[src/source/core_params.svh]
`ifndef CORE_PARAMS_SVH
`define CORE_PARAMS_SVH

// register file
`define REG_SIZE       8
`define REG_COUNT      16
`define REG_PTR_SIZE   4

// instruction store
`define INSN_SIZE      16
`define INSN_COUNT     16
`define INSN_PTR_SIZE  4
`define OPC_SIZE       4

// data address is {bank, byte}
`define CORE_ID_SIZE   2
`define ADDR_SIZE      10

// data memory latency in cycles before mem_ready
`define MEM_WAIT       2

`endif

[src/source/isa_pkg.sv]
`default_nettype none

`include "core_params.svh"

package isa_pkg;

    // ADD to XOR write r[c] with r[a] op r[b]
    // CMPGE gives 1 or 0, shifts take r[b][2:0], MUL keeps the low byte
    // DIV by zero returns all ones
    // LD loads r[c] from mem[{r[b][1:0], r[a]}]
    // ST stores r[b] to mem[{r[c][1:0], r[a]}]
    // SET_CONST loads r[a] with {b, c}, or with the core id when a is 0
    // BNZ jumps to slot b when r[a] is not zero
    // READY ends the program, slot 15 always runs as READY
    typedef enum logic [`OPC_SIZE-1:0] {
        NOP       = 4'd0,
        READY     = 4'd1,
        ADD       = 4'd2,
        SUB       = 4'd3,
        MUL       = 4'd4,
        DIV       = 4'd5,
        CMPGE     = 4'd6,
        RSHIFT    = 4'd7,
        LSHIFT    = 4'd8,
        AND       = 4'd9,
        OR        = 4'd10,
        XOR       = 4'd11,
        LD        = 4'd12,
        SET_CONST = 4'd13,
        ST        = 4'd14,
        BNZ       = 4'd15
    } opcode_t;

    typedef logic [`REG_PTR_SIZE-1:0] reg_idx_t;

    typedef struct packed {
        opcode_t  opcode;   // 15:12
        reg_idx_t a;        // 11:8
        reg_idx_t b;        // 7:4, also branch target
        reg_idx_t c;        // 3:0
    } insn_t;

endpackage

`default_nettype wire

[src/source/mem_pkg.sv]
`default_nettype none

`include "core_params.svh"

package mem_pkg;

    typedef enum logic [1:0] {
        MEM_IDLE  = 2'd0,
        MEM_LOAD  = 2'd1,
        MEM_STORE = 2'd2
    } mem_op_t;

    // bank in the top bits, byte in the low eight
    typedef logic [`ADDR_SIZE-1:0] mem_addr_t;

endpackage

`default_nettype wire

[src/source/insn_memory.sv]
`timescale 1ns/1ps
`default_nettype none

`include "core_params.svh"

module insn_memory
    import isa_pkg::*;
(
    input  wire                          clk,
    input  wire                          reset,
    input  wire                          load,
    input  wire insn_t [`INSN_COUNT-1:0] insn_data,
    input  wire [`INSN_PTR_SIZE-1:0]     insn_ptr,
    output insn_t                        insn
);

    insn_t [`INSN_COUNT-1:0] words;

    always_ff @(posedge clk)
    begin
        if (reset)
        begin
            words <= '0;  // NOP encodes as zero
        end
        else if (load)
        begin
            words <= insn_data;  // whole program at once
        end
    end

    assign insn = words[insn_ptr];

endmodule

`default_nettype wire

[src/source/register_file.sv]
`timescale 1ns/1ps
`default_nettype none

`include "core_params.svh"

module register_file
    import isa_pkg::*;
(
    input  wire                  clk,
    input  wire                  reset,
    input  wire                  clear,
    input  wire                  init_r0,
    input  wire [`REG_SIZE-1:0]  init_r0_data,
    input  wire reg_idx_t        rd_idx_a,
    input  wire reg_idx_t        rd_idx_b,
    input  wire reg_idx_t        rd_idx_c,
    output logic [`REG_SIZE-1:0] rd_data_a,
    output logic [`REG_SIZE-1:0] rd_data_b,
    output logic [`REG_SIZE-1:0] rd_data_c,
    input  wire                  wr_en,
    input  wire reg_idx_t        wr_idx,
    input  wire [`REG_SIZE-1:0]  wr_data
);

    logic [`REG_SIZE-1:0] regs [`REG_COUNT];

    // write-through so decode sees the value retiring this cycle
    function automatic logic [`REG_SIZE-1:0] read_port(reg_idx_t idx);
        if (wr_en && wr_idx == idx)
            return wr_data;
        return regs[idx];
    endfunction

    always_comb
    begin
        rd_data_a = read_port(rd_idx_a);
        rd_data_b = read_port(rd_idx_b);
        rd_data_c = read_port(rd_idx_c);
    end

    always_ff @(posedge clk)
    begin
        if (reset || clear)
        begin
            for (int i = 0; i < `REG_COUNT; i++)
                regs[i] <= '0;
            if (!reset && init_r0)
                regs[0] <= init_r0_data;  // host preset of r0
        end
        else if (wr_en)
        begin
            regs[wr_idx] <= wr_data;
        end
    end

endmodule

`default_nettype wire

[src/source/alu.sv]
`timescale 1ns/1ps
`default_nettype none

`include "core_params.svh"

module alu
    import isa_pkg::*;
(
    input  wire opcode_t         opcode,
    input  wire [`REG_SIZE-1:0]  src_a,
    input  wire [`REG_SIZE-1:0]  src_b,
    output logic [`REG_SIZE-1:0] result,
    output logic                 branch_taken
);

    always_comb
    begin
        case (opcode)
            ADD:     result = src_a + src_b;
            SUB:     result = src_a - src_b;
            MUL:     result = src_a * src_b;  // low byte only
            DIV:
            begin
                if (src_b == '0)
                    result = '1;
                else
                    result = src_a / src_b;
            end
            CMPGE:   result = (src_a >= src_b) ? `REG_SIZE'(1) : '0;  // unsigned
            RSHIFT:  result = src_a >> src_b[2:0];
            LSHIFT:  result = src_a << src_b[2:0];
            AND:     result = src_a & src_b;
            OR:      result = src_a | src_b;
            XOR:     result = src_a ^ src_b;
            default: result = '0;
        endcase
    end

    assign branch_taken = (opcode == BNZ) && (src_a != '0);

endmodule

`default_nettype wire

[src/source/core.sv]
`timescale 1ns/1ps
`default_nettype none

`include "core_params.svh"

module core
    import isa_pkg::*;
    import mem_pkg::*;
#(
    parameter int CORE_ID = 0
)(
    input  wire                          clk,
    input  wire                          reset,
    input  wire                          start,
    output logic                         ready,
    input  wire                          init_r0_flag,
    input  wire [`REG_SIZE-1:0]          init_r0_data,
    input  wire insn_t [`INSN_COUNT-1:0] insn_data,
    output mem_op_t                      mem_op,
    output mem_addr_t                    mem_addr,
    output logic [`REG_SIZE-1:0]         wr_data,
    input  wire [`REG_SIZE-1:0]          rd_data,
    input  wire                          mem_ready
);

    localparam logic [`REG_SIZE-1:0] CORE_ID_WORD = `REG_SIZE'(CORE_ID);
    localparam insn_t NOP_INSN   = '{opcode: NOP, a: '0, b: '0, c: '0};
    localparam insn_t READY_INSN = '{opcode: READY, a: '0, b: '0, c: '0};

    function automatic logic is_alu_op(opcode_t op);
        return op inside {ADD, SUB, MUL, DIV, CMPGE, RSHIFT, LSHIFT, AND, OR, XOR};
    endfunction

    function automatic logic writes_reg(insn_t insn);
        return is_alu_op(insn.opcode) || (insn.opcode inside {LD, SET_CONST});
    endfunction

    function automatic reg_idx_t dest_idx(insn_t insn);
        return (insn.opcode == SET_CONST) ? insn.a : insn.c;
    endfunction

    function automatic logic reads_idx(insn_t insn, reg_idx_t idx);
        logic use_a;
        logic use_b;
        logic use_c;
        use_a = is_alu_op(insn.opcode) || (insn.opcode inside {LD, ST, BNZ});
        use_b = is_alu_op(insn.opcode) || (insn.opcode inside {LD, ST});
        use_c = (insn.opcode == ST);
        return (use_a && insn.a == idx) || (use_b && insn.b == idx) ||
               (use_c && insn.c == idx);
    endfunction

    function automatic logic raw_hazard(insn_t rd_insn, insn_t wr_insn);
        return writes_reg(wr_insn) && reads_idx(rd_insn, dest_idx(wr_insn));
    endfunction

    logic [`INSN_PTR_SIZE-1:0] pc;
    insn_t                     fd_insn;
    insn_t                     dx_insn;
    insn_t                     xm_insn;
    insn_t                     mw_insn;
    logic [`REG_SIZE-1:0]      dx_a;
    logic [`REG_SIZE-1:0]      dx_b;
    logic [`REG_SIZE-1:0]      dx_c;
    logic [`REG_SIZE-1:0]      xm_alu;
    logic [`REG_SIZE-1:0]      xm_store;
    mem_addr_t                 xm_addr;
    logic [`REG_SIZE-1:0]      mw_alu;
    logic [`REG_SIZE-1:0]      mw_load;

    insn_t                     mem_insn;
    insn_t                     fetch_insn;
    logic [`REG_SIZE-1:0]      rf_a;
    logic [`REG_SIZE-1:0]      rf_b;
    logic [`REG_SIZE-1:0]      rf_c;
    logic [`REG_SIZE-1:0]      alu_result;
    logic [`REG_SIZE-1:0]      wb_data;
    logic [`CORE_ID_SIZE-1:0]  ex_bank;
    logic                      branch_taken;
    logic                      start_accept;
    logic                      mem_busy;
    logic                      freeze;
    logic                      draining;
    logic                      hazard;
    logic                      wb_en;

    assign start_accept = start && ready;
    assign mem_busy     = (xm_insn.opcode inside {LD, ST}) && !mem_ready;
    assign freeze       = ready || mem_busy;
    assign hazard       = raw_hazard(fd_insn, dx_insn) || raw_hazard(fd_insn, xm_insn) ||
                          raw_hazard(fd_insn, mw_insn);

    // nothing behind a READY may take effect
    assign draining = (fd_insn.opcode == READY) || (dx_insn.opcode == READY) ||
                      (xm_insn.opcode == READY) || (mw_insn.opcode == READY);

    always_comb
    begin
        if (draining)
            fetch_insn = NOP_INSN;
        else if (pc == `INSN_PTR_SIZE'(`INSN_COUNT - 1))
            fetch_insn = READY_INSN;  // last slot always ends the run
        else
            fetch_insn = mem_insn;
    end

    insn_memory insn_memory_i (
        .clk       (clk),
        .reset     (reset),
        .load      (start_accept),
        .insn_data (insn_data),
        .insn_ptr  (pc),
        .insn      (mem_insn)
    );

    register_file register_file_i (
        .clk          (clk),
        .reset        (reset),
        .clear        (start_accept),
        .init_r0      (init_r0_flag),
        .init_r0_data (init_r0_data),
        .rd_idx_a     (fd_insn.a),
        .rd_idx_b     (fd_insn.b),
        .rd_idx_c     (fd_insn.c),
        .rd_data_a    (rf_a),
        .rd_data_b    (rf_b),
        .rd_data_c    (rf_c),
        .wr_en        (wb_en),
        .wr_idx       (dest_idx(mw_insn)),
        .wr_data      (wb_data)
    );

    alu alu_i (
        .opcode       (dx_insn.opcode),
        .src_a        (dx_a),
        .src_b        (dx_b),
        .result       (alu_result),
        .branch_taken (branch_taken)
    );

    assign ex_bank = (dx_insn.opcode == ST) ? dx_c[`CORE_ID_SIZE-1:0] : dx_b[`CORE_ID_SIZE-1:0];

    always_ff @(posedge clk)
    begin
        if (reset || start_accept)
        begin
            pc      <= '0;
            fd_insn <= NOP_INSN;
            dx_insn <= NOP_INSN;
            xm_insn <= NOP_INSN;
            mw_insn <= NOP_INSN;
        end
        else if (!freeze)
        begin
            if (branch_taken)
            begin
                pc      <= dx_insn.b;
                fd_insn <= NOP_INSN;  // flush slot in fetch
            end
            else if (!hazard)
            begin
                pc      <= pc + 1'b1;
                fd_insn <= fetch_insn;
            end
            dx_insn <= (branch_taken || hazard) ? NOP_INSN : fd_insn;  // bubble
            xm_insn <= dx_insn;
            mw_insn <= xm_insn;
        end
    end

    always_ff @(posedge clk)
    begin
        if (!freeze)
        begin
            dx_a     <= rf_a;
            dx_b     <= rf_b;
            dx_c     <= rf_c;
            xm_alu   <= alu_result;
            xm_addr  <= {ex_bank, dx_a};
            xm_store <= dx_b;
            mw_alu   <= xm_alu;
            mw_load  <= rd_data;  // valid on the mem_ready cycle of a load
        end
    end

    always_ff @(posedge clk)
    begin
        if (reset)
            ready <= 1'b1;
        else if (start_accept)
            ready <= 1'b0;
        else if (!ready && mw_insn.opcode == READY)
            ready <= 1'b1;
    end

    always_comb
    begin
        case (mw_insn.opcode)
            LD:        wb_data = mw_load;
            SET_CONST: wb_data = (mw_insn.a == '0) ? CORE_ID_WORD : {mw_insn.b, mw_insn.c};
            default:   wb_data = mw_alu;
        endcase
    end

    assign wb_en = writes_reg(mw_insn) && !freeze;

    always_comb
    begin
        case (xm_insn.opcode)
            LD:      mem_op = MEM_LOAD;
            ST:      mem_op = MEM_STORE;
            default: mem_op = MEM_IDLE;
        endcase
    end

    assign mem_addr = xm_addr;
    assign wr_data  = xm_store;

endmodule

`default_nettype wire

[config.mk]
export PLATFORM = sky130hd
export DESIGN_NAME = core
export DESIGN_NICKNAME = d
export VERILOG_FILES = /design/src/source/isa_pkg.sv /design/src/source/mem_pkg.sv /design/src/source/insn_memory.sv /design/src/source/register_file.sv /design/src/source/alu.sv /design/src/source/core.sv
export VERILOG_INCLUDE_DIRS = /design/src /design/src/source
export SDC_FILE = /design/constraint.sdc
export NUM_CORES = 1
export LEC_CHECK = 0
export BUFFER_PORTS_ARGS = -buffer_cell sky130_fd_sc_hd__clkbuf_2
export CORE_MARGIN = 8
export CORE_UTILIZATION = 35
export CTS_BUF_LIST = sky130_fd_sc_hd__clkbuf_2
export DETAILED_ROUTE_END_ITERATION = 8
export GPL_ROUTABILITY_DRIVEN = 1
export PLACE_DENSITY = 0.52
export RECOVER_POWER = 50
export SLEW_MARGIN = 5
export SYNTH_ARGS = -nofsm -noshare
export SYNTH_HDL_FRONTEND = slang
export SYNTH_SLANG_ARGS = --single-unit
export TNS_END_PERCENT = 10
[constraint.sdc]
create_clock -name clk -period 11.55 [get_ports clk]
set_input_delay 1.155 -clock clk [delete_from_list [all_inputs] [get_ports clk]]
set_output_delay 1.155 -clock clk [all_outputs]
set_load 0.1 [all_outputs]
==> flow_summary.json <==
{
  "status": "finished, final reports clean",
  "clk_pin_slew_ps": 130,
  "yosysTopAreaCell": "dfxtp_1",
  "root_buffer": "clkbuf_2",
  "hold_viol_final": 0,
  "rows": 102,
  "nNetsFinal": 3722,
  "worst_path_largest_cell_delay_ps": 460,
  "slew_viol_final": 0,
  "vias_per_cell": 5.31,
  "cp-start-kind": "flip-flop",
  "rsz0062_at_grt": "true",
  "slowest_stage": "edfxtp_1",
  "path_max_fanout": 5,
  "ys_ff_latch": 525,
  "start_util": 0.354,
  "numCtsBuffers": 149,
  "place_hpwl_um": 66200,
  "cts.sink_count": 525,
  "max_slew.worst_pin.slew_ps": 1140,
  "drtIter0Drc": 1845,
  "hp-class": "in2reg",
  "grt_pass1_vias": 24737,
  "ir_drop_uv": 65.2,
  "synth-main-ff-cell": "dfxtp_1",
  "dr.pass1.iters": 5,
  "synthCells": 2789,
  "async_reset_ff_frac": 0,
  "core_um2": 77500,
  "ys_warn_count": 0,
  "synth_edf_count": 188,
  "cts_max_level": 4,
  "synth_seq_area_share": 0.452,
  "synth_area_um2": 27400,
  "area_delta_synth_final_pct": 24.0,
  "routedWlPerCell_um": 21.3,
  "clkLatencyLatePin_ps": 1300,
  "gp_congestion": 0.883,
  "yosysMostFrequentCell": "nand2_1",
  "tns_ps": 0,
  "grt_pass1_wl_um": 145000,
  "vias": 23860,
  "power_density_nw_per_um2": 127,
  "synth_cell_type_count": 77,
  "route.detailed.drc": 0,
  "grt_max_degree": 183,
  "crit_required_ps": 12580,
  "globalRouteOverflowTotal": 0,
  "wirelength_um": 95600,
  "p_leak_nw": 13.3,
  "arrival_ps": 12110,
  "synth_nets": 3161,
  "synthTopCellsByCount": "nand2_1 (690), dfxtp_1 (337), a21oi_1 (321)",
  "fin_worst_skew_ps": 108,
  "cp_common_cell": "o21a_1",
  "antenna_found_initial": 3,
  "die_height_um": 296,
  "synthTopCellsByArea": "dfxtp_1 (25%), edfxtp_1 (21%), mux4_2 (14%), nand2_1 (9.4%), a21oi_1 (5.9%)",
  "io_buffers": 297,
  "end_kind": "flip-flop",
  "clock_path_buffers": 3,
  "fin_ws_ps": 470,
  "globalRouteTotalUtil": 0.214,
  "fin_crit_sh": 0.959,
  "post-route-min-period_ps": 11080,
  "critPathKind": "reg2reg",
  "dieArea_um2": 87500,
  "ant_nets": 0,
  "fmax_mhz": 90.3,
  "dp_worst_setup_slack_ps": -121,
  "die_w_um": 296,
  "max_cap_viol_count": 0,
  "synth_top_area_frac": 0.246,
  "final_layout_size_suffix_gt1_frac": 0.247,
  "cts_tree": "built",
  "relSlewSlack": 0.240,
  "setup_viol": 0,
  "pin_count": 298,
  "avgSynthCellArea_um2": 9.83
}
kinds of logic after synthesis:
| group | Yosys count | synth area share |
|---|---|---|
| simple gates | 1061 | 0.160 |
| xor+xnor | 52 | 0.0166 |
| fa+ha+maj | 95 | 0.0472 |
| flops | 525 | 0.452 |
| mux | 244 | 0.170 |
| compound gates | 531 | 0.114 |
| buf+inv | 281 | 0.0401 |
critical path: cells and delay by family, from the launching register on:
kind                     cells  cell delay [ps]
adder cells (fa/ha/maj)      7             1890
AND/OR/NAND/NOR              7              980
multiplexers                 5             1540
flip-flops                   1              460
buffers and inverters        2              310
AO/OA/AOI/OAI               32             5680
state kept, by name (all words and copies together), names as in the netlist, named ones only:
register	count
dx_a	8
register_file_i.regs	128
mw_alu	8
dx_b	8
xm_alu	8
ready	1
pc	4
insn_memory_i.words	256
dx_c	2
mem_addr	10
fd_insn	16
xm_insn	16
dx_insn	16
mw_insn	16
mw_load	8
wr_data	8
power breakdown:
part	internal, mW	switching [mW]
logic	0.388	0.500
registers	2.02	0.0695
clock network	0.522	0.837
cell type report:
class,count,area (um2)
flip-flops and latches,525,12400
multi-input cells,1983,14100
fillers,7394,43500
repair buffers,620,4560
inverters,71,269
clock inverters,36,224
diodes,4,10.0
well taps,1040,1300
clock buffers,218,1090
cell usage in the layout (no fill, tap or decap), types with 26 or more instances in the layout:
cell / Yosys / final
a21oi_1: 321 / 321
buf_4: 2 / 67
clkbuf_2: 1 / 510
dfxtp_1: 337 / 331
dlygate4sd3_1: 0 / 254
edfxtp_1: 188 / 188
ha_1: 81 / 81
inv_1: 67 / 67
mux2i_1: 43 / 41
mux4_2: 174 / 174
nand2_1: 690 / 688
nor2_1: 226 / 224
nor3_1: 29 / 29
o21ai_0: 51 / 45
xnor2_1: 26 / 26
xor2_1: 26 / 26
routing by layer:
metal  share of wire  global-route usage
met1            0.43               0.277
met2            0.48               0.352
met5               0                   0
met4           0.031              0.0803
met3           0.064              0.0442
path summary, 6_finish.rpt:
| kind | end | depth (start not counted) | slack [ps] | startpoint |
|---|---|---|---|---|
| worst max-delay path | xm_alu[0] | 53 | 470 | dx_b[5] |
| worst min-delay path | insn_memory_i.words[170] | 3 | 190 | insn_data[170] |
| worst min register to register | mw_alu[6] | 0 | 390 | xm_alu[6] |
| worst max register to register | xm_alu[0] | 53 | 470 | dx_b[5] |
through the flow:
step,cells,area (um2),total power [mW],utilization,hold slack (ps)
5_1_grt,4496,34000,4.57,0.439,60.2
3_3_place_gp,3967,29900,2.91,0.386,404
4_1_cts,4475,33800,4.36,0.436,0.149
2_1_floorplan,2789,27400,2.64,-,400
6_report,4497,34000,4.33,0.439,192
3_5_place_dp,3967,29900,2.92,0.386,405
timing repair:
action                                 4_1_cts  5_1_grt
pin swaps                                    0       22
setup endpoints to repair                    1        1
hold buffers                               254        0
endpoints found under the hold margin      254        0
resized for setup                            1       24
buffers inserted                             0       18
Note: power is estimated with default switching activity, not from simulation.
